`config.mk`:
```
export PLATFORM = sky130hd
export DESIGN_NAME = rot_top
export DESIGN_NICKNAME = d
export VERILOG_FILES = /design/src/verilog/rot_pkg.sv /design/src/verilog/mbox_rd_if.sv /design/src/verilog/boot_fsm.sv /design/src/verilog/mbox_ctrl.sv /design/src/verilog/mbox_digest.sv /design/src/verilog/rot_top.sv
export SDC_FILE = /design/constraint.sdc
export NUM_CORES = 1
export LEC_CHECK = 0
export BUFFER_PORTS_ARGS = -buffer_cell sky130_fd_sc_hd__clkbuf_2
export CAP_MARGIN = 20
export CELL_PAD_IN_SITES_DETAIL_PLACEMENT = 0
export CELL_PAD_IN_SITES_GLOBAL_PLACEMENT = 1
export CORE_ASPECT_RATIO = 1.25
export CORE_UTILIZATION = 45
export DETAILED_ROUTE_END_ITERATION = 8
export GPL_ROUTABILITY_DRIVEN = 0
export PLACE_DENSITY_LB_ADDON = 0.1
export SYNTH_ARGS = -nofsm -noshare
export SYNTH_HDL_FRONTEND = slang
export SYNTH_SLANG_ARGS = --single-unit
```
`constraint.sdc`:
```
create_clock -name clk -period 12.9 [get_ports clk]
set_input_delay 1.935 -clock clk [delete_from_list [all_inputs] [get_ports clk]]
set_output_delay 1.935 -clock clk [all_outputs]
set_load 0.005 [all_outputs]
```
`src/verilog/rot_pkg.sv`:
```
`default_nettype none

package rot_pkg;

    // Data path and mailbox sizes
    localparam int WORD_W        = 32;
    localparam int MBOX_DEPTH    = 64;
    localparam int MBOX_ADDR_W   = 6;
    localparam int MBOX_CNT_W    = 7;

    // Obfuscation key layout
    localparam int OBF_KEY_WORDS = 4;
    localparam int FUSE_ADDR_W   = 2;

    typedef logic [WORD_W-1:0]      word_t;
    typedef logic [MBOX_ADDR_W-1:0] mbox_addr_t;
    // One bit wider than the address so a full mailbox can be counted
    typedef logic [MBOX_CNT_W-1:0]  mbox_cnt_t;
    typedef logic [FUSE_ADDR_W-1:0] fuse_addr_t;

    typedef word_t [OBF_KEY_WORDS-1:0] obf_key_t;

    typedef enum logic {
        BOOT_FUSE,
        BOOT_MBOX
    } boot_state_t;

    typedef enum logic [1:0] {
        MB_IDLE,
        MB_LOCKED,
        MB_EXEC,
        MB_DONE
    } mbox_state_t;

    typedef enum logic [1:0] {
        DG_IDLE,
        DG_READ,
        DG_DONE
    } dig_state_t;

endpackage

`default_nettype wire

```
`src/verilog/mbox_rd_if.sv`:
```
`timescale 1ns/1ps
`default_nettype none

// Read path from the digest engine into the mailbox SRAM port
interface mbox_rd_if
    import rot_pkg::*;
();

    logic       req;
    mbox_addr_t addr;
    logic       rvalid;
    word_t      rdata;

    // Digest engine side
    modport eng (
        output req,
        output addr,
        input  rvalid,
        input  rdata
    );

    // Mailbox controller side
    modport ctrl (
        input  req,
        input  addr,
        output rvalid,
        output rdata
    );

endinterface

`default_nettype wire

```
`src/verilog/boot_fsm.sv`:
```
`timescale 1ns/1ps
`default_nettype none

module boot_fsm
    import rot_pkg::*;
(
    input  logic       clk,
    input  logic       rst,

    // Fuse load port from the SoC
    input  logic       fuse_we,
    input  fuse_addr_t fuse_addr,
    input  word_t      fuse_wdata,
    input  logic       fuse_done,

    output logic       ready_for_fuses,
    output logic       mb_ready,
    output obf_key_t   obf_key,
    output logic       fuse_err
);

    boot_state_t state;
    obf_key_t    key_q;

    logic        in_fuse;

    assign in_fuse = (state == BOOT_FUSE);

    // Sequencer leaves the fuse phase once and stays in mailbox mode
    always_ff @(posedge clk)
    begin
        if (rst)
        begin
            state <= BOOT_FUSE;
        end
        else if (in_fuse && fuse_done)
        begin
            state <= BOOT_MBOX;
        end
    end

    // Key words accepted only during the fuse phase
    always_ff @(posedge clk)
    begin
        if (rst)
        begin
            key_q <= '0;
        end
        else if (in_fuse && fuse_we)
        begin
            key_q[fuse_addr] <= fuse_wdata;
        end
    end

    assign ready_for_fuses = in_fuse;
    assign mb_ready        = (state == BOOT_MBOX);
    assign obf_key         = key_q;

    // Late fuse write, registered into the error pulse by the controller
    assign fuse_err = fuse_we && !in_fuse;

endmodule

`default_nettype wire

```
`src/verilog/mbox_ctrl.sv`:
```
`timescale 1ns/1ps
`default_nettype none

module mbox_ctrl
    import rot_pkg::*;
(
    input  logic       clk,
    input  logic       rst,

    input  logic       mb_ready,
    input  logic       fuse_err,

    // SoC mailbox port
    input  logic       mbox_lock_req,
    input  logic       mbox_wr,
    input  word_t      mbox_wdata,
    input  logic       mbox_execute,
    input  logic       mbox_release,

    output logic       mbox_lock,
    output logic       mailbox_data_avail,
    output word_t      mbox_resp,
    output logic       cptra_error_non_fatal,

    // Exported SRAM port
    output logic       mbox_sram_cs,
    output logic       mbox_sram_we,
    output mbox_addr_t mbox_sram_addr,
    output word_t      mbox_sram_wdata,
    input  word_t      mbox_sram_rdata,

    // Digest engine control
    output logic       dig_start,
    output mbox_cnt_t  dig_len,
    input  logic       dig_done,
    input  word_t      dig_result,

    mbox_rd_if.ctrl    rd
);

    mbox_state_t state;
    mbox_cnt_t   msg_cnt;
    logic        rd_pend;

    logic        wr_ok;
    logic        wr_err;
    logic        exec_ok;
    logic        exec_err;
    logic        rel_ok;

    // Writes only while locked and below the mailbox size
    assign wr_ok  = mbox_wr && (state == MB_LOCKED) &&
                    (msg_cnt != mbox_cnt_t'(MBOX_DEPTH));
    assign wr_err = mbox_wr && !wr_ok;

    assign exec_ok  = mbox_execute && (state == MB_LOCKED) && !mbox_release;
    assign exec_err = mbox_execute && (state == MB_IDLE);

    // No release while the engine still owns the SRAM
    assign rel_ok = mbox_release && ((state == MB_LOCKED) || (state == MB_DONE));

    always_ff @(posedge clk)
    begin
        if (rst)
        begin
            state <= MB_IDLE;
        end
        else
        begin
            case (state)
                MB_IDLE:
                begin
                    if (mbox_lock_req && mb_ready)
                        state <= MB_LOCKED;
                end
                MB_LOCKED:
                begin
                    if (rel_ok)
                        state <= MB_IDLE;
                    else if (exec_ok)
                        state <= MB_EXEC;
                end
                MB_EXEC:
                begin
                    if (dig_done)
                        state <= MB_DONE;
                end
                MB_DONE:
                begin
                    if (rel_ok)
                        state <= MB_IDLE;
                end
                default:
                begin
                    state <= MB_IDLE;
                end
            endcase
        end
    end

    // Message length, also the next write address
    always_ff @(posedge clk)
    begin
        if (rst)
            msg_cnt <= '0;
        else if (rel_ok)
            msg_cnt <= '0;
        else if (wr_ok)
            msg_cnt <= msg_cnt + 1'b1;
    end

    always_ff @(posedge clk)
    begin
        if ((state == MB_EXEC) && dig_done)
            mbox_resp <= dig_result;
    end

    always_ff @(posedge clk)
    begin
        if (rst)
        begin
            rd_pend               <= 1'b0;
            cptra_error_non_fatal <= 1'b0;
        end
        else
        begin
            rd_pend               <= rd.req;
            cptra_error_non_fatal <= fuse_err || wr_err || exec_err;
        end
    end

    // SoC writes happen in MB_LOCKED, engine reads in MB_EXEC
    assign mbox_sram_cs    = wr_ok || rd.req;
    assign mbox_sram_we    = wr_ok;
    assign mbox_sram_addr  = wr_ok ? mbox_addr_t'(msg_cnt) : rd.addr;
    assign mbox_sram_wdata = mbox_wdata;

    // One-cycle SRAM read latency
    assign rd.rvalid = rd_pend;
    assign rd.rdata  = mbox_sram_rdata;

    assign dig_start = exec_ok;
    assign dig_len   = msg_cnt;

    assign mbox_lock          = (state != MB_IDLE);
    assign mailbox_data_avail = (state == MB_DONE);

endmodule

`default_nettype wire

```
`src/verilog/mbox_digest.sv`:
```
`timescale 1ns/1ps
`default_nettype none

module mbox_digest
    import rot_pkg::*;
(
    input  logic      clk,
    input  logic      rst,

    input  logic      start,
    input  mbox_cnt_t len,
    input  obf_key_t  obf_key,

    mbox_rd_if.eng    rd,

    output logic      done,
    output word_t     result
);

    dig_state_t state;
    mbox_cnt_t  len_q;
    mbox_cnt_t  issue_cnt;
    mbox_cnt_t  fold_cnt;
    word_t      acc;

    logic       last_fold;

    // Reads run ahead of the fold, up to the SRAM latency
    assign rd.req  = (state == DG_READ) && (issue_cnt != len_q);
    assign rd.addr = mbox_addr_t'(issue_cnt);

    assign last_fold = rd.rvalid && ((fold_cnt + 1'b1) == len_q);

    always_ff @(posedge clk)
    begin
        if (rst)
        begin
            state     <= DG_IDLE;
            issue_cnt <= '0;
            fold_cnt  <= '0;
        end
        else
        begin
            case (state)
                DG_IDLE:
                begin
                    if (start)
                    begin
                        issue_cnt <= '0;
                        fold_cnt  <= '0;
                        // Empty message is done at once with a zero digest
                        state     <= (len == '0) ? DG_DONE : DG_READ;
                    end
                end
                DG_READ:
                begin
                    if (rd.req)
                        issue_cnt <= issue_cnt + 1'b1;
                    if (rd.rvalid)
                        fold_cnt <= fold_cnt + 1'b1;
                    if (last_fold)
                        state <= DG_DONE;
                end
                DG_DONE:
                begin
                    state <= DG_IDLE;
                end
                default:
                begin
                    state <= DG_IDLE;
                end
            endcase
        end
    end

    // Rotate left by one, then mix in the word and its key word
    always_ff @(posedge clk)
    begin
        if ((state == DG_IDLE) && start)
        begin
            len_q <= len;
            acc   <= '0;
        end
        else if ((state == DG_READ) && rd.rvalid)
        begin
            acc <= {acc[WORD_W-2:0], acc[WORD_W-1]} ^ rd.rdata ^
                   obf_key[fuse_addr_t'(fold_cnt)];
        end
    end

    assign done   = (state == DG_DONE);
    assign result = acc;

endmodule

`default_nettype wire

```
`src/verilog/rot_top.sv`:
```
`timescale 1ns/1ps
`default_nettype none

module rot_top
    import rot_pkg::*;
(
    input  logic       clk,
    input  logic       rst,

    // Fuse port
    input  logic       fuse_we,
    input  fuse_addr_t fuse_addr,
    input  word_t      fuse_wdata,
    input  logic       fuse_done,

    // Mailbox port
    input  logic       mbox_lock_req,
    input  logic       mbox_wr,
    input  word_t      mbox_wdata,
    input  logic       mbox_execute,
    input  logic       mbox_release,

    // Status
    output logic       ready_for_fuses,
    output logic       ready_for_mb_processing,
    output logic       mbox_lock,
    output logic       mailbox_data_avail,
    output word_t      mbox_resp,
    output logic       cptra_error_non_fatal,

    // Mailbox SRAM, served outside the subsystem
    output logic       mbox_sram_cs,
    output logic       mbox_sram_we,
    output mbox_addr_t mbox_sram_addr,
    output word_t      mbox_sram_wdata,
    input  word_t      mbox_sram_rdata
);

    logic      fuse_err;
    obf_key_t  obf_key;
    logic      dig_start;
    mbox_cnt_t dig_len;
    logic      dig_done;
    word_t     dig_result;

    mbox_rd_if rd_bus ();

    boot_fsm boot_fsm_i (
        .clk             (clk),
        .rst             (rst),
        .fuse_we         (fuse_we),
        .fuse_addr       (fuse_addr),
        .fuse_wdata      (fuse_wdata),
        .fuse_done       (fuse_done),
        .ready_for_fuses (ready_for_fuses),
        .mb_ready        (ready_for_mb_processing),
        .obf_key         (obf_key),
        .fuse_err        (fuse_err)
    );

    mbox_ctrl mbox_ctrl_i (
        .clk                   (clk),
        .rst                   (rst),
        .mb_ready              (ready_for_mb_processing),
        .fuse_err              (fuse_err),
        .mbox_lock_req         (mbox_lock_req),
        .mbox_wr               (mbox_wr),
        .mbox_wdata            (mbox_wdata),
        .mbox_execute          (mbox_execute),
        .mbox_release          (mbox_release),
        .mbox_lock             (mbox_lock),
        .mailbox_data_avail    (mailbox_data_avail),
        .mbox_resp             (mbox_resp),
        .cptra_error_non_fatal (cptra_error_non_fatal),
        .mbox_sram_cs          (mbox_sram_cs),
        .mbox_sram_we          (mbox_sram_we),
        .mbox_sram_addr        (mbox_sram_addr),
        .mbox_sram_wdata       (mbox_sram_wdata),
        .mbox_sram_rdata       (mbox_sram_rdata),
        .dig_start             (dig_start),
        .dig_len               (dig_len),
        .dig_done              (dig_done),
        .dig_result            (dig_result),
        .rd                    (rd_bus.ctrl)
    );

    mbox_digest mbox_digest_i (
        .clk     (clk),
        .rst     (rst),
        .start   (dig_start),
        .len     (dig_len),
        .obf_key (obf_key),
        .rd      (rd_bus.eng),
        .done    (dig_done),
        .result  (dig_result)
    );

endmodule

`default_nettype wire
```
**After elaboration in Yosys (flattened, before gate mapping)**

Index checks and enable logic that the tools add are counted.
Widths: inputs -> output; s select.

- Flip-flop bits (word level): 227
- Output and inout port bits: 77

- $add $sub $neg: 3
- Order comparisons: 3
- Equal/unequal tests: 16
- Multiplexer cells: 21
- Bitwise gates (word level): 3
- Reduce and logical (&&, ||, !) cells: 33

Operators with widths:

| cell | count |
|---|---|
| $bwmux 128 | 1 |
| $bmux 32 s2 | 1 |
| $demux 32 s2 | 1 |
| $mux 32 | 2 |
| $xor 32x32->32 | 2 |
| $pmux 7 s2 | 2 |
| $add 7x1->7 const B | 3 |
| $mux 7 | 3 |
| $logic_and 1x1->1 | 17 |
| $mux 2 | 8 |
| $ne 2x1->1 const B | 4 |
| $pmux 2 s4 | 1 |
| $eq 7x7->1 | 1 |
| $logic_not 7->1 | 1 |
| $ne 7x7->1 | 1 |
| $ne 7x7->1 const B | 1 |
| $eq 2x2->1 const B | 3 |
| $lt 2x3->1 const B | 2 |
| $mux 6 | 1 |
| $ne 2x2->1 const B | 3 |
| $reduce_and 3->1 | 2 |
| $eq 2x1->1 const B | 2 |
| $logic_not 2->1 | 2 |
| $logic_or 1x1->1 | 4 |
| 9 further kinds | 11 |

**Longest topological paths before layout**

- Depth in word-level cells: 7
- Depth in mapped cells: 7
- Depth with buffers taken out: 6

**Cells and area by module**

Synthesis repeated with hierarchy kept, for this count alone.

- Cells, all modules: 1015
- Area total of the unflattened synthesis: 11001.8 sq um

By module, submodules not included:

| module | instances | cells an instance | area each (sq um) |
|---|---|---|---|
| boot_fsm | 1 | 460 | 5109.9 |
| mbox_digest | 1 | 383 | 3771.1 |
| mbox_ctrl | 1 | 172 | 2120.8 |

**Worst setup path before layout**

OpenSTA, ideal clock, no wires.

- Path type: input -> output
- Start point: input mbox_wr
- End point: output mbox_sram_addr[0]
- Data arrival time: 2.790 ns
- Slack: 8.175 ns
- Stages: 4
- Path buffers: 1
- Cell sequence: nand3b_1 -> a31oi_1 -> buf_2 -> mux2_2

- Word-level cells in the longest chain between the ends: 3

Ends and longest elaborated chain:

| item | line | text |
|---|---|---|
| from (decl) | rot_top.sv:18 | `input logic mbox_wr,` |
| $logic_and 1x1->1 (2 in a row) | mbox_ctrl.sv:52 | `assign wr_ok = mbox_wr && (state == MB_LOCKED) &&` |
| net mbox_sram_we | rot_top.sv:33 | `output logic mbox_sram_we,` |
| $mux 6 | mbox_ctrl.sv:135 | `assign mbox_sram_addr = wr_ok ? mbox_addr_t'(msg_cnt) : rd.addr;` |
| to (decl) | rot_top.sv:34 | `output mbox_addr_t mbox_sram_addr,` |

The timed path passes the listed nets, and every way through them passes these cells.

**Worst setup path after layout**

- Start point: input mbox_wr
- End point: output mbox_sram_addr[3]

- Word-level cells in the longest chain between the ends: 3

Ends and longest elaborated chain:

| item | line |
|---|---|
| $logic_and 1x1->1 (2 in a row) | mbox_ctrl.sv:52 |
| $mux 6 | mbox_ctrl.sv:135 |

No other way between the ends.

==> flow_summary.json <==
{
  "period_needed_ns": 4.96,
  "die_h_um": 169,
  "startpoint_type": "input port",
  "crit_path_max_fanout": 11,
  "drc_errors": 0,
  "seq_area_frac_synth_pct": 49.4,
  "drv_cap": 0,
  "leakagePower_nw": 4.06,
  "total_power_mw": 1.67,
  "yosys.area.top_type_share_pct": 37.7,
  "async_flop_share_pct": 0,
  "grt_pass1_wl_mm": 39.4,
  "r2r_slack_ns": 10.49,
  "timing.critical_path.buf_inv": 3,
  "clk_latency_ns": 0.52,
  "crit_family": "buffers and inverters",
  "track_usage_pct": 22.1,
  "pwr-share-clk_pct": 43.7,
  "worst_slew_pin_slew_ns": 1.10,
  "syn-num-nets": 1191,
  "post_cts_buffers": 0,
  "ys_types": 48,
  "grt_pass1_vias": 7200,
  "grt_overflow": 0,
  "rsz0062_at_grt": "no",
  "drive_gt1_share_pct": 19.8,
  "grt_use_met3_pct": 3.26,
  "synth_area_leaders": "dfxtp_1 38%, nand2_1 13%, edfxtp_1 12%, a21oi_1 8.3%, xnor2_1 7.1%",
  "netlist_instances": 1081,
  "grtUsageMet1_pct": 28.5,
  "wirelength_mm": 24.7,
  "ys_warn_count": 0,
  "io_pins": 183,
  "critPathRequiredTime_ns": 10.97,
  "ys_ff_latch": 227,
  "tritoncts": "yes",
  "crit_slowest_cell": "mux2_2",
  "setup_viol": 0,
  "final_nets": 1251,
  "crit_chain": "clkbuf_2 > nand3b_1 > a31oi_1 > buf_4 > mux2_2 > clkbuf_2",
  "synth_top_area_cell": "dfxtp_1",
  "slew_headroom_pct": 26.9,
  "cpPeakStageDelay_ns": 0.35,
  "dr.pass1.iters": 4,
  "dieArea_mm2": 0.0228,
  "p_comb_share_pct": 8.8,
  "status": "complete, no violations",
  "placed_cell_area_mm2": 0.0105,
  "use_met2_pct": 38.3,
  "min_path_type": "flip-flop to flip-flop",
  "grt.busiest_layer": "met2",
  "syn-cell-area_mm2": 0.00998,
  "clkTransAtPathRegs_ns": 0.06,
  "layout_common_cells": "334 x nand2_1, 186 x dfxtp_1, 165 x a21oi_1",
  "arrival_ns": 3.02,
  "die_width_um": 135,
  "power_density_mw_per_mm2": 147,
  "viasPerCell": 5.15,
  "row_count": 60,
  "numPortBuffers": 118,
  "antenna_found_initial": 1,
  "cts_resized": 0,
  "coreArea_mm2": 0.0216,
  "synth_flop_cell": "dfxtp_1",
  "wl_per_cell_um": 17.1,
  "fin_util_pct": 52.4,
  "cp_common_cell": "clkbuf_2",
  "synth_edf_count": 39,
  "fin_hold_ws_ns": 0.450,
  "p_sw_mw": 0.387,
  "syn_to_final_growth_pct": 13.5,
  "intPower_mw": 1.28,
  "cts_hold_buffers": 0,
  "swShare_pct": 23.1,
  "via_count": 7414,
  "p_seq_share_pct": 47.5,
  "grt_start_max_net_pins": 97,
  "cts_buffers": 24,
  "slew_violations": 0,
  "crit_type": "input port to output pin",
  "critPathCaptureType": "output pin",
  "ant_nets": 0,
  "max_freq_mhz": 202,
  "final_common_cell": "nand2_1",
  "cts.sinks": 227,
  "dr.first_iter.drc_count": 379,
  "skew_ns": 0.0136,
  "start_util_pct": 46.2,
  "post-dp-hpwl_mm": 14.8,
  "root_buffer": "clkbuf_16",
  "ir_worst_vdd_uv": 110,
  "fin_crit_sh_pct": 38.4,
  "cts_buffer_depth": 3,
  "fin_tns_setup_ns": 0,
  "hold_viol": 0,
  "avgSynthCellArea_um2": 9.24,
  "htree_levels": 1,
  "final_area_mm2": 0.0113
}
==> synthesized netlist by cell type (2+ instances only) <==
cell and count:
a21o_1 2, a21oi_1 165, a21oi_2 10, a31oi_1 4
and2_1 2, and3_1 3, buf_1 2, buf_12 2
buf_2 16, buf_4 37, buf_6 2, clkbuf_1 40
dfxtp_1 188, edfxtp_1 39, ha_1 4, inv_1 8
mux2_2 5, mux4_1 4, mux4_2 28, nand2_1 334
nand2b_1 4, nand3_1 5, nand3b_1 5, nand4_1 6
nor2_1 29, nor2b_1 5, nor3_1 3, nor4_1 2
o21ai_0 9, o21ai_1 2, or2_2 3, or3_1 8
xnor2_1 81, xor2_1 10
==> kinds of logic after synthesis <==
kind of cell,share of synthesized area [%]
AND/OR/NAND/NOR,17.0
flip-flops,49.4
AO/OA/AOI/OAI,11.0
buffers and inverters,6.14
XOR/XNOR,7.98
multiplexers,8.03
adder cells (fa/ha/maj),0.501
==> registers in the layout (all words and copies together) (netlist names), named ones only <==
signal / cells
mbox_digest_i.state: 2
mbox_ctrl_i.state: 1
mbox_digest_i.issue_cnt: 7
mbox_digest_i.len_q: 7
mbox_ctrl_i.mbox_resp: 32
mbox_ctrl_i.dig_len: 7
mbox_ctrl_i.rd.rvalid: 1
boot_fsm_i.mb_ready: 1
boot_fsm_i.obf_key: 128
mbox_digest_i.fold_cnt: 7
mbox_ctrl_i.cptra_error_non_fatal: 1
mbox_digest_i.result: 32
==> tightest hold or removal path, stage by stage (launching register included) <==
cell and delay [ns]:
dfxtp_1 0.30, nand2_1 0.05, a21oi_1 0.05
==> cell type report <==
type / instances / area (um^2)
Sequential cell: 227 / 4940
Tap cell: 279 / 349
Multi-Input combinational cell: 746 / 4460
Timing Repair Buffer: 134 / 713
Fill cell: 2127 / 10300
Clock inverter: 9 / 123
Clock buffer: 35 / 723
Inverter: 8 / 30.0
Antenna cell: 1 / 2.50
==> through the flow <==
stage,std cells,setup slack (ns)
after floorplan,1081,8.17
after global placement,1393,7.56
after detailed placement,1393,7.50
after CTS,1437,7.50
after global routing,1439,7.89
final,1439,7.94
==> final timing paths <==
check / end / cells past startpoint / from
hold / removal: boot_fsm_i.obf_key[32]$_SDFFE_PP0P_ / 2 / boot_fsm_i.obf_key[32]$_SDFFE_PP0P_
setup / recovery: mbox_sram_addr[3] / 6 / mbox_wr
hold reg to reg: boot_fsm_i.obf_key[32]$_SDFFE_PP0P_ / 2 / boot_fsm_i.obf_key[32]$_SDFFE_PP0P_
setup reg to reg: mbox_digest_i.fold_cnt[2]$_SDFFE_PP0P_ / 6 / mbox_ctrl_i.state[0]$_SDFFE_PP0P_
==> per-layer routing <==
metal | vias up | wire length, um
li1 | 3720 | -
met1 | 3532 | 11000
met2 | 128 | 12200
met3 | 34 | 997
met4 | 0 | 488
met5 | - | 0
==> power by group through the flow <==
| stage | Combinational (mW) | Sequential [mW] | Clock [mW] |
|---|---|---|---|
| final | 0.148 | 0.794 | 0.730 |
| after global routing | 0.165 | 0.799 | 0.774 |
| after CTS | 0.150 | 0.794 | 0.749 |
| after detailed placement | 0.149 | 0.810 | 0 |
| after global placement | 0.148 | 0.809 | 0 |
| after floorplan | 0.118 | 0.801 | 0 |
Power figures use the tool's default switching activity.
